## src/hw/settings_map_pkg.sv

```systemverilog
`default_nettype none

package settings_map_pkg;

   ////////////////////////////////////////////////////////////////////////////
   // Settings bus base addresses
   ////////////////////////////////////////////////////////////////////////////

   // Misc block offsets: +1 serdes, +2 adc, +3 led_sw, +4 phy_reset, +6 led_src
   localparam logic [7:0] SR_MISC   = 8'd0;
   // Timer offsets: +0 stage high, +1 low and load, +2 load mode
   localparam logic [7:0] SR_TIME64 = 8'd10;

   localparam logic [7:0] LED_SRC_RESET = 8'h1E;   // HW owns LEDs 1 to 4

   // Bump when the register map changes
   localparam logic [31:0] COMPAT_NUM = {16'd10, 16'd0};   // Major, minor

   ////////////////////////////////////////////////////////////////////////////
   // Readback word indices
   ////////////////////////////////////////////////////////////////////////////

   localparam logic [3:0] RB_TIME_HI = 4'd10;
   localparam logic [3:0] RB_TIME_LO = 4'd11;
   localparam logic [3:0] RB_COMPAT  = 4'd12;
   localparam logic [3:0] RB_STATUS  = 4'd13;
   localparam logic [3:0] RB_PPS_HI  = 4'd14;
   localparam logic [3:0] RB_PPS_LO  = 4'd15;

   localparam logic [31:0] RB_UNUSED = 32'hFFFF_FFFF;   // Any unmapped index

endpackage

`default_nettype wire

```

## src/hw/ctrl_stream_pkg.sv

```systemverilog
`default_nettype none

package ctrl_stream_pkg;

   ////////////////////////////////////////////////////////////////////////////
   // Command and response streams
   ////////////////////////////////////////////////////////////////////////////

   // Host command, a settings write or a readback read
   typedef struct packed {
      logic        is_read;
      logic [7:0]  addr;     // Reads use bits 3:0 only
      logic [31:0] data;     // Ignored for reads
   } ctrl_cmd_t;

   // One readback word
   typedef struct packed {
      logic [3:0]  index;
      logic [31:0] data;
   } ctrl_rsp_t;

   // Internal settings bus
   typedef struct packed {
      logic        stb;
      logic [7:0]  addr;
      logic [31:0] data;
   } settings_bus_t;

   ////////////////////////////////////////////////////////////////////////////
   // Buffer and credit sizes
   ////////////////////////////////////////////////////////////////////////////

   localparam int unsigned CMD_DEPTH      = 4;   // Also the host's starting credit
   localparam int unsigned RSP_DEPTH      = 4;
   localparam int unsigned RSP_CREDIT_MAX = 4;

endpackage

`default_nettype wire

```

## src/hw/stream_fifo.sv

```systemverilog
`default_nettype none

module stream_fifo #(
   parameter type         payload_t = logic [31:0],
   parameter int unsigned depth     = 4
) (
   input  wire logic     dsp_clk,
   input  wire logic     por_rst,
   input  wire logic     push_i,
   input  wire payload_t din_i,
   input  wire logic     pop_i,
   output payload_t      dout_o,
   output logic          not_empty_o,
   output logic          full_o
);

   localparam int unsigned PTR_W = (depth > 1) ? $clog2(depth) : 1;
   localparam int unsigned CNT_W = $clog2(depth + 1);

   typedef logic [PTR_W-1:0] ptr_t;
   typedef logic [CNT_W-1:0] cnt_t;

   localparam ptr_t LAST = ptr_t'(depth - 1);

   payload_t mem [depth];
   ptr_t     wr_ptr;
   ptr_t     rd_ptr;
   cnt_t     count;

   always_ff @(posedge dsp_clk) begin
      if (push_i) begin
         mem[wr_ptr] <= din_i;
      end
   end

   always_ff @(posedge dsp_clk) begin
      if (por_rst) begin
         wr_ptr <= '0;
         rd_ptr <= '0;
         count  <= '0;
      end else begin
         if (push_i) begin
            wr_ptr <= (wr_ptr == LAST) ? '0 : wr_ptr + 1'b1;   // Wrap at depth
         end
         if (pop_i) begin
            rd_ptr <= (rd_ptr == LAST) ? '0 : rd_ptr + 1'b1;
         end
         case ({push_i, pop_i})
            2'b10:   count <= count + 1'b1;
            2'b01:   count <= count - 1'b1;
            default: count <= count;   // Idle or push and pop together
         endcase
      end
   end

   assign dout_o      = mem[rd_ptr];   // Head entry
   assign not_empty_o = (count != '0);
   assign full_o      = (count == cnt_t'(depth));

   // Producers must honour the flags they were given
   assert property (@(posedge dsp_clk) disable iff (por_rst) push_i |-> !full_o)
      else $error("stream_fifo push while full");
   assert property (@(posedge dsp_clk) disable iff (por_rst) pop_i |-> not_empty_o)
      else $error("stream_fifo pop while empty");

endmodule

`default_nettype wire

```

## src/hw/settings_ctrl.sv

```systemverilog
`default_nettype none

module settings_ctrl
   import ctrl_stream_pkg::*;
   import settings_map_pkg::*;
(
   input  wire logic      dsp_clk,
   input  wire logic      por_rst,
   input  wire logic      cmd_ready_i,
   input  wire ctrl_cmd_t cmd_i,
   output logic           cmd_pop_o,
   output logic           cmd_credit_o,
   input  wire logic      rsp_full_i,
   output logic           rsp_push_o,
   output ctrl_rsp_t      rsp_o,
   input  wire logic      rsp_ready_i,
   output logic           rsp_pop_o,
   input  wire logic      rsp_credit_i,
   output logic           rsp_valid_o,
   output settings_bus_t  set_o,
   input  wire logic [63:0] vita_time_i,
   input  wire logic [63:0] vita_pps_time_i,
   input  wire logic      clk_status_i,
   input  wire logic      link_up_i,
   input  wire logic      button_i
);

   localparam int unsigned CREDIT_W = $clog2(RSP_CREDIT_MAX + 1);

   logic                stb_q;       // Write in the stage
   logic                rd_q;        // Read in the stage
   logic [7:0]          addr_q;
   logic [31:0]         data_q;
   logic                rd_ok;
   logic [31:0]         status_word;
   logic [31:0]         rb_word;
   logic [CREDIT_W-1:0] credit_q;

   ////////////////////////////////////////////////////////////////////////////
   // Command pop and registered stage
   ////////////////////////////////////////////////////////////////////////////

   // A read in the stage takes a slot unless a word leaves this cycle
   assign rd_ok     = !rsp_full_i && (!rd_q || rsp_pop_o);
   assign cmd_pop_o = cmd_ready_i && (!cmd_i.is_read || rd_ok);

   always_ff @(posedge dsp_clk) begin
      if (por_rst) begin
         stb_q        <= 1'b0;
         rd_q         <= 1'b0;
         cmd_credit_o <= 1'b0;
      end else begin
         stb_q        <= cmd_pop_o && !cmd_i.is_read;
         rd_q         <= cmd_pop_o && cmd_i.is_read;
         cmd_credit_o <= cmd_pop_o;   // One credit back per pop
      end
   end

   always_ff @(posedge dsp_clk) begin
      if (cmd_pop_o) begin
         addr_q <= cmd_i.addr;
         data_q <= cmd_i.data;
      end
   end

   assign set_o = '{stb: stb_q, addr: addr_q, data: data_q};

   ////////////////////////////////////////////////////////////////////////////
   // Readback map
   ////////////////////////////////////////////////////////////////////////////

   assign status_word = {18'd0, button_i, 1'b0, clk_status_i, link_up_i, 10'd0};

   always_comb begin
      case (addr_q[3:0])
         RB_TIME_HI: rb_word = vita_time_i[63:32];
         RB_TIME_LO: rb_word = vita_time_i[31:0];
         RB_COMPAT:  rb_word = COMPAT_NUM;
         RB_STATUS:  rb_word = status_word;
         RB_PPS_HI:  rb_word = vita_pps_time_i[63:32];
         RB_PPS_LO:  rb_word = vita_pps_time_i[31:0];
         default:    rb_word = RB_UNUSED;
      endcase
   end

   assign rsp_push_o = rd_q;
   assign rsp_o      = '{index: addr_q[3:0], data: rb_word};

   ////////////////////////////////////////////////////////////////////////////
   // Response credit
   ////////////////////////////////////////////////////////////////////////////

   assign rsp_pop_o   = rsp_ready_i && (credit_q != '0);
   assign rsp_valid_o = rsp_pop_o;

   always_ff @(posedge dsp_clk) begin
      if (por_rst) begin
         credit_q <= '0;
      end else begin
         case ({rsp_credit_i, rsp_pop_o})
            2'b10:   credit_q <= credit_q + 1'b1;
            2'b01:   credit_q <= credit_q - 1'b1;
            default: credit_q <= credit_q;   // Grant and spend cancel
         endcase
      end
   end

   // Host must not grant more than the agreed window
   assert property (@(posedge dsp_clk) disable iff (por_rst) credit_q <= RSP_CREDIT_MAX)
      else $error("settings_ctrl response credit above limit");

endmodule

`default_nettype wire

```

## src/hw/misc_regs.sv

```systemverilog
`default_nettype none

module misc_regs
   import ctrl_stream_pkg::*;
   import settings_map_pkg::*;
(
   input  wire logic          dsp_clk,
   input  wire logic          por_rst,
   input  wire settings_bus_t set_i,
   input  wire logic          run_rx_i,
   input  wire logic          run_tx_i,
   input  wire logic          clk_status_i,
   input  wire logic          link_up_i,
   output logic [3:0]         ser_ctrl_o,
   output logic [3:0]         adc_ctrl_o,
   output logic               phy_resetn_o,
   output logic [7:0]         leds_o
);

   logic [3:0] serdes_q;
   logic [3:0] adc_q;
   logic [7:0] led_sw_q;
   logic       phy_reset_q;
   logic [7:0] led_src_q;   // 1 picks HW, 0 picks SW per bit
   logic [7:0] led_hw;

   ////////////////////////////////////////////////////////////////////////////
   // Settings registers
   ////////////////////////////////////////////////////////////////////////////

   always_ff @(posedge dsp_clk) begin
      if (por_rst) begin
         serdes_q    <= '0;
         adc_q       <= '0;
         led_sw_q    <= '0;
         phy_reset_q <= 1'b0;
         led_src_q   <= LED_SRC_RESET;
      end else if (set_i.stb) begin
         if (set_i.addr == SR_MISC + 8'd1) begin
            serdes_q <= set_i.data[3:0];   // enable, prbsen, loopen, rx_en
         end
         if (set_i.addr == SR_MISC + 8'd2) begin
            adc_q <= set_i.data[3:0];
         end
         if (set_i.addr == SR_MISC + 8'd3) begin
            led_sw_q <= set_i.data[7:0];
         end
         if (set_i.addr == SR_MISC + 8'd4) begin
            phy_reset_q <= set_i.data[0];
         end
         if (set_i.addr == SR_MISC + 8'd6) begin
            led_src_q <= set_i.data[7:0];
         end
      end
   end

   assign ser_ctrl_o   = serdes_q;
   assign adc_ctrl_o   = adc_q;
   assign phy_resetn_o = ~phy_reset_q;   // PHY reset pin is active low

   // LED mux
   assign led_hw = {3'b000, run_tx_i, run_rx_i, clk_status_i, link_up_i, 1'b0};
   assign leds_o = (led_src_q & led_hw) | (~led_src_q & led_sw_q);

endmodule

`default_nettype wire

```

## src/hw/vita_timer.sv

```systemverilog
`default_nettype none

module vita_timer
   import ctrl_stream_pkg::*;
   import settings_map_pkg::*;
(
   input  wire logic          dsp_clk,
   input  wire logic          por_rst,
   input  wire settings_bus_t set_i,
   input  wire logic          pps_i,
   output logic [63:0]        vita_time_o,
   output logic [63:0]        vita_pps_time_o
);

   logic [31:0] hi_stage_q;
   logic [63:0] load_val_q;
   logic        pps_mode_q;    // Load waits for PPS when set
   logic        load_pend_q;
   logic        pps_d_q;
   logic        pps_edge;
   logic        wr_hi;
   logic        wr_lo;
   logic        wr_mode;

   assign wr_hi   = set_i.stb && (set_i.addr == SR_TIME64);
   assign wr_lo   = set_i.stb && (set_i.addr == SR_TIME64 + 8'd1);
   assign wr_mode = set_i.stb && (set_i.addr == SR_TIME64 + 8'd2);

   assign pps_edge = pps_i && !pps_d_q;   // Rising edge only

   always_ff @(posedge dsp_clk) begin
      if (wr_hi) begin
         hi_stage_q <= set_i.data;
      end
      if (wr_lo) begin
         load_val_q <= {hi_stage_q, set_i.data};
      end
   end

   always_ff @(posedge dsp_clk) begin
      if (por_rst) begin
         pps_mode_q      <= 1'b0;
         load_pend_q     <= 1'b0;
         pps_d_q         <= 1'b0;
         vita_time_o     <= '0;
         vita_pps_time_o <= '0;
      end else begin
         pps_d_q <= pps_i;
         if (wr_mode) begin
            pps_mode_q <= set_i.data[0];
         end

         // Latch sees the time before any PPS load
         if (pps_edge) begin
            vita_pps_time_o <= vita_time_o;
         end

         if (wr_lo && !pps_mode_q) begin
            vita_time_o <= {hi_stage_q, set_i.data};
         end else if (pps_edge && load_pend_q) begin
            vita_time_o <= load_val_q;
         end else begin
            vita_time_o <= vita_time_o + 64'd1;
         end

         if (wr_lo && pps_mode_q) begin
            load_pend_q <= 1'b1;   // Armed for the next edge
         end else if (pps_edge) begin
            load_pend_q <= 1'b0;
         end
      end
   end

endmodule

`default_nettype wire

```

## src/hw/radio_ctrl_top.sv

```systemverilog
`default_nettype none

module radio_ctrl_top
   import ctrl_stream_pkg::*;
(
   input  wire logic      dsp_clk,
   input  wire logic      por_rst,
   input  wire logic      cmd_valid_i,
   input  wire ctrl_cmd_t cmd_i,
   output logic           cmd_credit_o,
   output logic           rsp_valid_o,
   output ctrl_rsp_t      rsp_o,
   input  wire logic      rsp_credit_i,
   input  wire logic      pps_i,
   input  wire logic      run_rx_i,
   input  wire logic      run_tx_i,
   input  wire logic      clk_status_i,
   input  wire logic      link_up_i,
   input  wire logic      button_i,
   output logic [7:0]     leds_o,
   output logic [3:0]     ser_ctrl_o,
   output logic [3:0]     adc_ctrl_o,
   output logic           phy_resetn_o
);

   ctrl_cmd_t     cmd_head;
   logic          cmd_ready;
   logic          cmd_pop;
   ctrl_rsp_t     rsp_entry;
   logic          rsp_push;
   logic          rsp_pop;
   logic          rsp_ready;
   logic          rsp_full;
   settings_bus_t set_bus;
   logic [63:0]   vita_time;
   logic [63:0]   vita_pps_time;

   ////////////////////////////////////////////////////////////////////////////
   // Command and response buffers
   ////////////////////////////////////////////////////////////////////////////

   // Host credit keeps this one from filling, so full is left open
   stream_fifo #(.payload_t(ctrl_cmd_t), .depth(CMD_DEPTH)) cmd_fifo (
      .dsp_clk     (dsp_clk),
      .por_rst     (por_rst),
      .push_i      (cmd_valid_i),
      .din_i       (cmd_i),
      .pop_i       (cmd_pop),
      .dout_o      (cmd_head),
      .not_empty_o (cmd_ready),
      .full_o      ()
   );

   stream_fifo #(.payload_t(ctrl_rsp_t), .depth(RSP_DEPTH)) rsp_fifo (
      .dsp_clk     (dsp_clk),
      .por_rst     (por_rst),
      .push_i      (rsp_push),
      .din_i       (rsp_entry),
      .pop_i       (rsp_pop),
      .dout_o      (rsp_o),
      .not_empty_o (rsp_ready),
      .full_o      (rsp_full)
   );

   ////////////////////////////////////////////////////////////////////////////
   // Controller and settings targets
   ////////////////////////////////////////////////////////////////////////////

   settings_ctrl settings_ctrl_i (
      .dsp_clk         (dsp_clk),
      .por_rst         (por_rst),
      .cmd_ready_i     (cmd_ready),
      .cmd_i           (cmd_head),
      .cmd_pop_o       (cmd_pop),
      .cmd_credit_o    (cmd_credit_o),
      .rsp_full_i      (rsp_full),
      .rsp_push_o      (rsp_push),
      .rsp_o           (rsp_entry),
      .rsp_ready_i     (rsp_ready),
      .rsp_pop_o       (rsp_pop),
      .rsp_credit_i    (rsp_credit_i),
      .rsp_valid_o     (rsp_valid_o),
      .set_o           (set_bus),
      .vita_time_i     (vita_time),
      .vita_pps_time_i (vita_pps_time),
      .clk_status_i    (clk_status_i),
      .link_up_i       (link_up_i),
      .button_i        (button_i)
   );

   misc_regs misc_regs_i (
      .dsp_clk      (dsp_clk),
      .por_rst      (por_rst),
      .set_i        (set_bus),
      .run_rx_i     (run_rx_i),
      .run_tx_i     (run_tx_i),
      .clk_status_i (clk_status_i),
      .link_up_i    (link_up_i),
      .ser_ctrl_o   (ser_ctrl_o),
      .adc_ctrl_o   (adc_ctrl_o),
      .phy_resetn_o (phy_resetn_o),
      .leds_o       (leds_o)
   );

   vita_timer vita_timer_i (
      .dsp_clk         (dsp_clk),
      .por_rst         (por_rst),
      .set_i           (set_bus),
      .pps_i           (pps_i),
      .vita_time_o     (vita_time),
      .vita_pps_time_o (vita_pps_time)
   );

endmodule

`default_nettype wire

```

## config.mk

```make
export PLATFORM = sky130hd
export DESIGN_NAME = radio_ctrl_top
export DESIGN_NICKNAME = d
export VERILOG_FILES = /design/src/hw/settings_map_pkg.sv /design/src/hw/ctrl_stream_pkg.sv /design/src/hw/stream_fifo.sv /design/src/hw/settings_ctrl.sv /design/src/hw/misc_regs.sv /design/src/hw/vita_timer.sv /design/src/hw/radio_ctrl_top.sv
export SDC_FILE = /design/constraint.sdc
export NUM_CORES = 1
export LEC_CHECK = 0
export ABC_AREA = 1
export BUFFER_PORTS_ARGS = -buffer_cell sky130_fd_sc_hd__buf_2
export CELL_PAD_IN_SITES_DETAIL_PLACEMENT = 1
export CELL_PAD_IN_SITES_GLOBAL_PLACEMENT = 1
export CORE_UTILIZATION = 35
export CTS_CLUSTER_SIZE = 25
export DETAILED_ROUTE_END_ITERATION = 7
export PLACE_DENSITY = 0.73
export SLEW_MARGIN = 20
export SYNTH_ARGS = -nofsm -noshare
export SYNTH_HDL_FRONTEND = slang
export SYNTH_HIERARCHICAL = 1
export SYNTH_SLANG_ARGS = --single-unit
```

## constraint.sdc

```tcl
create_clock -name dsp_clk -period 3.17 [get_ports dsp_clk]
set_input_delay 0.4755 -clock dsp_clk [delete_from_list [all_inputs] [get_ports dsp_clk]]
set_output_delay 0.4755 -clock dsp_clk [all_outputs]
set_load 0.05 [all_outputs]
```

* After elaboration in Yosys (flattened, before gate mapping)
Memory sizes are Yosys's and may differ from the RTL's. A register that Yosys moved wholly into a read port is not among the register bits.
Cells that the tools add are included.
** Word-level totals
- Memory bits (writable) :: 308
- Word-level logic and storage cells :: 118
- Memory bits (read-only) :: 0
- Latch bits :: 0
- Output and inout port bits :: 55
- Memories :: 2
- Input bits :: 51
- Flip-flop bits (word level) :: 312
** Cells by class
- $add $sub $neg :: 11
- Order comparisons :: 0
- Multipliers :: 0
- Bitwise logic cells :: 5
- Mux-type cells :: 20
- Divide/modulo/power cells :: 0
- Shifts and indexed selects :: 0
- Reductions and logical operators :: 31
- Eq/ne operators :: 25
** Memories
- cmd_fifo.mem :: words 4, width 41, rd ports 1, clocked after Yosys merged registers in 1, write ports 1, line stream_fifo.sv:25 : payload_t mem [depth];
- rsp_fifo.mem :: words 4, width 36, rd ports 1, clocked after Yosys merged registers in 1, write ports 1, line stream_fifo.sv:25
** Operators with widths (count)
- 32-bit one-hot mux with 6 select lines :: 1
- 64-bit two-way mux :: 2
- 64-bit by 1-bit adder with 64-bit output, second input constant :: 1
- 4-bit equality test, second input constant :: 6
- 8-bit by 4-bit equality test with 1-bit output, second input constant :: 3
- 3-bit one-hot mux with 2 select lines :: 3
- 8-bit by 2-bit equality test with 1-bit output, second input constant :: 2
- 8-bit by 3-bit equality test with 1-bit output, second input constant :: 2
- 2-bit two-way mux :: 8
- 2-bit equality test, second input constant :: 7
- 1-bit logical AND :: 12
- 2-bit AND reduction :: 5
- 3-bit by 1-bit adder with 3-bit output, second input constant :: 3
- 3-bit nonzero test :: 3
- 3-bit by 1-bit subtractor with 3-bit output, second input constant :: 3
- 2-bit by 1-bit adder with 2-bit output, second input constant :: 4
- 8-bit by 5-bit bitwise AND with 8-bit output :: 1
- 8-bit bitwise AND :: 1
- 8-bit by 1-bit equality test with 1-bit output, second input constant :: 1
- 8-bit NOT :: 1
- 8-bit OR :: 1
- 2-bit nonzero test :: 4
- 2-bit by 1-bit equality test with 1-bit output, second input constant :: 3
- 1-bit two-way mux :: 6
- other kinds (4) :: 9

* Logic depth before layout (Yosys ltp)
Gate-level depths: netlist of run 1.
- Depth in word-level cells :: 8
- Depth in mapped cells :: 13
- Depth with buffers taken out :: 13

* Hierarchy
The synthesis of run 1 kept the hierarchy.
** By module, submodules not included
- vita_timer :: instances 1, area each 10057.1 µm², cells an instance 1242, sequential area each 5505.3 µm²
- stream_fifo (cmd_fifo) :: instances 1, area each 6533.8 µm², cells an instance 457, sequential area each 5104.9 µm²
- stream_fifo (rsp_fifo) :: instances 1, area each 6108.4 µm², cells an instance 409, sequential area each 4504.3 µm²
- settings_ctrl :: instances 1, area each 2716.4 µm², cells an instance 321, sequential area each 1321.3 µm²
- misc_regs :: instances 1, area each 1286.2 µm², cells an instance 170, sequential area each 500.5 µm²

* Worst setup path after synthesis of run 1
OpenSTA, ideal clock, no wires.
- Path type :: register to register
- Start point :: register settings_ctrl_i.addr_q[2]
- End point :: register vita_timer_i.hi_stage_q[0] (enable)
- Cell stages (with the launch flop) :: 5
- Data arrival time :: 2991 ps
- Setup time :: 461 ps
- Data required time :: 2709 ps
- Clock period less this slack :: 3452 ps
- Path slack :: -282 ps
- Path buffers :: 1
- Cells stage by stage :: edfxtp_1 -> buf_4 -> inv_1 -> nand4_1 -> nor3_1
** Between the ends
- Cells in the longest elaborated chain, start to end :: 2
** Ends and longest elaborated chain
- start: declaration :: line settings_ctrl.sv:32 : logic [7:0] addr_q;
- start signal: assignment :: line settings_ctrl.sv:61 : addr_q <= cmd_i.addr;
- 8-bit by 4-bit equality test with 1-bit output :: line vita_timer.sv:25 : assign wr_hi = set_i.stb && (set_i.addr == SR_TIME64);
- 1-bit logical AND :: line vita_timer.sv:25
- via vita_timer_i.wr_hi :: line vita_timer.sv:21 : logic wr_hi;
- end signal: assignment :: line vita_timer.sv:33 : hi_stage_q <= set_i.data;
- end: declaration :: line vita_timer.sv:15 : logic [31:0] hi_stage_q;
The timed path passes the listed nets, and every way through them passes these cells.
A chain may end at the register's enable or synchronous reset.

==> summary by stage, run 1 <==
Floorplanning
The area of the die is 0.0774 mm². Once the floorplan was initialized, standard cells occupied 35.6% of the core. The floorplan step set the die width to 278 µm. The core region is 0.0749 mm². The floorplan has 100 rows. The height of the chip is 278 µm.

106 I/O pins were placed.

Timing
The count of pins over their slew limit is 0. Of the available clock period, the critical path in the final layout requires 92.9%. The final count of hold timing violations is 0.

For the pin with the worst max-slew slack, the measured transition is 0.882 ns. The final setup TNS is 0 ns. The final-report setup violation count is 0. The clock arrives with 0.0254 ns of skew. The routed design could run at a clock period as short as 2.95 ns. The remaining max-slew budget at the tightest pin is 41.0%. Static timing analysis puts the maximum clock frequency at 340 MHz. Setup repair after global routing left no endpoint under its margin.

CTS
The deepest level of the CTS H-tree is 3. The total of hold buffers inserted after clock tree synthesis is 0. For this design, the sink count on the clock tree is 624. After clock tree synthesis, the clock-pin slew on the worst setup and hold paths is 0.06 ns.

The clock latency on the worst-skew pair is 0.62 ns. The number of cells upsized or downsized after cts is 0. The largest buffer count on any clock path is 3. The CTS root buffer is clkbuf_16. In this run, CTS created clock tree buffers numbering 68. The post-CTS setup buffer count is 0. The clock tree from TritonCTS is done.

Power
The total power divided by cell area is 853 mW/mm². The internal portion of total power is 0.0163 W. In this run the static leakage power is 10.3 nW. The worst ir drop on vdd is 0.426 mV. The share of total power dissipated in combinational logic is 27.2%. The clock network is responsible for 30.1% of the overall power. Net switching is 36.6% of the power. The switching power is 0.00940 W. The sequential group share of total power is 42.7%.

Worst setup path
The startpoint type of the worst setup path is a flop. The endpoint required time on the critical path is 2.69 ns. STA classifies the critical path endpoint as an output port. The critical path arrival is 2.47 ns.

The standard cell with the maximum stage delay on the critical path is dfxtp_2. Walking the worst path, the cells encountered are inv_8, buf_4, nor2_1, o22ai_1, buf_2. By startpoint and endpoint, the worst setup path is classified as flop to output port. The startpoint of the lowest-slack register-to-register path is settings_ctrl_i/addr_q[3]$_DFFE_PP_. The delay contributed by the slowest stage of the critical path is 0.46 ns. The largest driver fanout on the critical path is 47.

Layout
The number of standard cells in the layout, taps in and fillers out is 3700. In the final layout, the share of cells above drive strength 1 is 13.6%. The most common cell after layout, fill and taps aside is edfxtp_1. Summing all flip-flop and latch instances after layout gives 0.0169 mm². In the layout the commonest cells are edfxtp_1, nand2_1, nor2_1, o21ai_0, dfxtp_1. The filler cell count in the final layout is 8300. In the final layout, the multi-input gates occupy 0.00837 mm².

In the final design database the tool counted 2744 nets. From synthesis to final layout, the design area changed by 13.0%.

Routing
The number of vias after detailed routing is 19600. Once detail routing completed, the nets flagged for antenna violations numbered 0. The routed wire length is 78.9 mm.

After detailed routing, the number of remaining DRC violations is 0. The first routing iteration left 1392 violations. The final routed wire length divided by cell count is 21.3 µm.

Before antenna repair, the detailed router went through 5 iterations. In the routed layout, each cell is associated on average with a via count of 5.29.

Placed design
The final RePlAce weighted congestion is 0.904. The number of placed instances, taps included is 3575. The HPWL after detailed placement is 53.3 mm. Input and output buffers added on the ports amount to 105.

Synthesis
The average footprint of a synthesized cell is 10.3 µm². The synthesized net count is 2666. After technology mapping, the gate count stands at 2598.

The Yosys warning count is 6. Summing every instance area after synthesis gives 0.0267 mm².

Status
The run finished with clean final reports.

GRT
For this run, the total global-route usage over all layers was measured as 20.3%. The pin count of the biggest net entering global routing is 96. The number of global-route vias before repair is 20600. The initial antenna violation count is 3. The global-route congestion overflow total is 0.

The first-pass GRT wire length is 122 mm.

Job
The number of maximum-capacitance constraint violations is 0.

Min path
The worst hold path belongs to the class input port to flop. The worst hold path begins at cmd_i[18].
state kept, by name (all words and copies together) (netlist names), 8 cells and up, named ones only:
signal                        count
vita_timer_i/vita_pps_time_o     64
vita_timer_i/vita_time_o         64
cmd_fifo/mem                    164
vita_timer_i/load_val_q          64
misc_regs_i/led_sw_q              8
misc_regs_i/led_src_q             8
settings_ctrl_i/data_q           32
vita_timer_i/hi_stage_q          32
rsp_fifo/mem                    144
settings_ctrl_i/addr_q            8
area by class of cell:
type                       instances  share of cell area (%)
clock inverter                    28                    1.01
antenna                            1                 0.00829
sequential                       624                    56.1
inverter                         156                    2.01
tap                              969                    4.02
clock buffer                      96                    6.16
multi-input combinational       1681                    27.7
timing repair buffer             145                    2.94
power groups by stage:
stage / logic [W] / registers (W) / clock network [W]
after floorplan: 0.00532 / 0.0107 / 0
after global routing: 0.00758 / 0.0111 / 0.00821
after global placement: 0.00670 / 0.0111 / 0
final: 0.00701 / 0.0110 / 0.00774
after detailed placement: 0.00704 / 0.0112 / 0
after CTS: 0.00708 / 0.0110 / 0.00793
worst max-delay path, delay by kind of cell (launching register included):
family / cells / cell delay [ns]
buffers and inverters: 3 / 1.08
flip-flops: 1 / 0.46
AO/OA/AOI/OAI: 1 / 0.21
AND/OR/NAND/NOR: 1 / 0.08
through the flow:
stage | utilization (%) | hold slack [ns] | worst slack [ns] | cell area (µm²) | total power [W]
5_1_grt | 40.3 | 0.0405 | 0.105 | 30200 | 0.0269
6_report | 40.3 | 0.0653 | 0.225 | 30200 | 0.0257
3_5_place_dp | 37.4 | 0.438 | 0.610 | 28000 | 0.0182
3_3_place_gp | 37.4 | 0.434 | 0.655 | 28000 | 0.0178
2_1_floorplan | - | 0.421 | 0.00770 | 26700 | 0.0161
4_1_cts | 40.3 | 0.0287 | 0.169 | 30200 | 0.0260
final timing paths:
check                                                              to  slack (ns)  cells after the start
worst min register to register  vita_timer_i/load_val_q[40]$_DFFE_PN_        0.44                      0
worst max register to register           rsp_fifo/mem[2][1]$_DFFE_PP_        0.56                      4
worst max-delay path                                        rsp_o[22]        0.22                      5
worst min-delay path                    cmd_fifo/mem[1][18]$_DFFE_PP_        0.07                      1
layer usage:
metal / vias up / wire, µm / GRT usage [%]
met5: - / 22 / 0
met1: 9821 / 35200 / 27.3
met3: 104 / 3630 / 3.06
met2: 481 / 38200 / 34.0
met4: 4 / 1890 / 5.82
li1: 9149 / - / -
Power figures use the tool's default switching activity.
==> run 2: changes to the inputs <==
- clock period: 3.17 -> 2.7 ns (I/O delays scaled with it)
==> run 2 against run 1 <==
Effect of this change:
- routed wire length grew 0.72%
- sequential share of layout area shrank 1.2 points
- count of clock-buffer cells in the layout grew 5
- worst setup slack lost 0.011 ns
- core utilization grew 0.91 points
- worst hold slack lost 0.022 ns
- combinational power grew 24%
- non-clock buffer count grew 41
- first-iteration DRC count shrank 5.7%
- critical path type unchanged
==> summary by stage, run 2 (synthesis results as in run 1) <==
Status
The run finished with clean final reports.

Power
In this run switching power makes up 36.1% of total power. The switching power is 0.0112 W. Sequential cells account for 41.1% of the total power. Power comes to 0.0310 W. Across the VDD grid, the largest voltage drop is 0.635 mV. The combinational power share is 28.0%. Dividing total power by cell area gives a power density of 1000 mW/mm². Of the total power, the clock network draws 30.9%. The static leakage is 10.6 nW. Cell internal power was estimated by the tool at 0.0198 W.

Min path
Counting instances, the worst hold path has a depth of 1. The tightest min-delay check is of the input port to flop type.

Placed design
The final RePlAce weighted congestion is 0.927. The wire-length estimate of the detail-placed layout is 52.6 mm. The post-placement worst setup slack is 0.286 ns.

Once placement finished, the instance area stood at 0.0282 mm². Port buffering added 105 buffers. In this run, placement finished with an instance count of 3583.

Layout
The layout overhead on the synthesized area is 15.6%. After filler insertion, the fill cell instance count of the layout stands at 8329. Ranked by flip-flop count, first place goes to cmd_fifo/mem. After the flow finishes, the layout carries non-filler instances totaling 3747. In the final layout, the registers with the most flip-flops are cmd_fifo/mem (164), rsp_fifo/mem (144).

The most common cell after layout, fill and taps aside is edfxtp_1. The net total in the final layout is 2787. The fraction of layout instances using a drive strength above 1 is 14.0%. In the layout the commonest cells are edfxtp_1, nand2_1, nor2_1, o21ai_0, dfxtp_1.

The post-route standard cell area excluding fillers is 0.0309 mm². The number of flip-flops under the largest register name is 164.

CTS
Counting along the longest clock path gives a buffer depth of 3. Clock tree synthesis inserted a total of 70 buffers. The CTS root buffer is clkbuf_16. The count of clock tree sinks is 624.

Clock-pin slew was measured on the worst setup and hold paths at 0.06 ns. The deepest level of the CTS H-tree is 3. The clock reaches the later pin of the worst-skew pair after 0.61 ns. The post-CTS setup buffer count is 0. The clock tree from TritonCTS is done.

GRT
The global routing met1 resource utilization is 27.0%. In this run the most used layer during global routing was met2. The number of global-route vias before repair came to 20800. Global routing used 20.3% of the available tracks across all layers. Entering global routing, the biggest net connects 96 pins.

The met3 track demand over resource is 3.41%. For met2 alone, demand over resource in global routing was 33.6%. The initial antenna violation count was 4. The first global-routing pass estimated 122 mm of wire. The total overflow left after global routing is 0.

Worst setup path
STA classifies the critical path startpoint as a flop. By startpoint and endpoint, the worst setup path is classified as flop to output port. The standard cell with the maximum stage delay on the critical path is dfxtp_4. For the worst setup path, the data required time is 2.30 ns. Of all nets on the critical path, the largest fanout is 33. The critical path arrival is 2.08 ns. Walking the worst path, the cells encountered are buf_12, o21ai_0, o22ai_1, clkbuf_4. The worst setup path is captured at an output port. For this run, the slowest stage of the critical path takes 0.51 ns. Counting cells, the worst reg-to-reg path comes to 12.

Floorplanning
The horizontal die dimension is 278 µm. The core area is 0.0749 mm². The floorplan step defined a die boundary enclosing 0.0774 mm².

Once the floorplan was initialized, standard cells occupied 35.6% of the core. The height of the chip is 278 µm. Pin placement for this block handled 106 I/O pins. The number of core rows is 100.

Timing
In this run the tightest slew margin relative to its limit is 41.3%. Between clock sinks in the finished design, the worst skew comes to 0.0269 ns. Setup repair after global routing left no endpoint under its margin. The final setup TNS is 0 ns. The count of pins over their slew limit is 0. The post-route worst setup slack is 0.214 ns. For this run, the top clock speed supported by timing is 402 MHz. The final critical-path share of the clock period is 92.1%. The time the worst path needs with I/O delays and setup is 2.49 ns. The final-report setup violation count is 0.

The final count of hold timing violations came to 0. The slew at the pin with the worst max-slew slack is 0.881 ns.

Job
The number of maximum-capacitance constraint violations is 0.

Routing
The routed wire length is 79.5 mm. After detailed routing, the number of vias per cell comes to 5.29. Once detail routing completed, the nets flagged for antenna violations numbered 0.

The number of DRC markers in iteration 0 is 1312. The number of vias after detailed routing is 19800. For this run, design rule violations remaining after detail routing come to 0. Before antenna repair, the detailed router went through 5 iterations. The final routed wire length divided by cell count is 21.2 µm.
-- run 2: cell count changes in the layout (fill, tap and decap cells not counted), moves of 2 or more --
cell and delta:
clkbuf_16 +4, bufinv_16 +2, dlygate4sd3_1 +32, clkinv_1 -4
buf_12 +6, clkinvlp_4 +4
-- run 2: power groups by stage --
stage | clock network (W) | logic, W | registers, W
final | 0.00957 | 0.00866 | 0.0127
after detailed placement | 0 | 0.00857 | 0.0129
after CTS | 0.00980 | 0.00867 | 0.0127
after global placement | 0 | 0.00812 | 0.0128
after floorplan | 0 | 0.00627 | 0.0126
after global routing | 0.0101 | 0.00936 | 0.0128
-- run 2: stage by stage --
step	utilization, %	hold slack (ns)
2_1_floorplan	-	0.421
3_3_place_gp	37.6	0.431
3_5_place_dp	37.6	0.437
4_1_cts	41.1	0.00412
5_1_grt	41.2	0.0228
6_report	41.2	0.0433
-- run 2: path summary, 6_finish.rpt --
path / endpoint / slack, ns / from
hold reg to reg: vita_timer_i/load_val_q[38]$_DFFE_PN_ / 0.45 / vita_timer_i/hi_stage_q[6]$_DFFE_PP_
hold / removal: cmd_fifo/mem[3][24]$_DFFE_PP_ / 0.04 / cmd_i[24]
setup / recovery: rsp_o[33] / 0.21 / flop
setup reg to reg: cmd_fifo/count[2]$_SDFFE_PP0P_ / 0.25 / rsp_fifo/count[2]$_SDFFE_PP0P_
-- run 2: cell type report --
cell class / instances / area [µm²] / area share, %
Tap cell: 969 / 1210 / 3.93
Inverter: 156 / 624 / 2.02
Clock inverter: 29 / 359 / 1.16
Sequential cell: 624 / 16900 / 54.9
Multi-Input combinational cell: 1681 / 8380 / 27.1
Clock buffer: 101 / 1950 / 6.32
Antenna cell: 1 / 2.50 / 0.00811
Timing Repair Buffer: 186 / 1390 / 4.51
-- run 2: what timing repair did --
| item | in CTS | in global routing |
|---|---|---|
| endpoints found under the hold margin | 124 | 0 |
| resized for setup | 0 | 5 |
| setup endpoints to repair | 0 | 2 |
| hold buffers | 32 | 0 |
-- run 2: critical path: cells and delay by family (launching register included) --
kind / cells / cell delay [ns]
flip-flops: 1 / 0.51
buffers and inverters: 2 / 0.53
AO/OA/AOI/OAI: 2 / 0.41
-- run 2: per-layer routing --
| metal | vias up | share of wire (%) | wire (µm) |
|---|---|---|---|
| li1 | 9244 | - | - |
| met1 | 9932 | 45 | 35800 |
| met2 | 502 | 47 | 37700 |
| met3 | 135 | 4.8 | 3820 |
| met4 | 4 | 2.6 | 2090 |
| met5 | - | 0.020 | 16 |
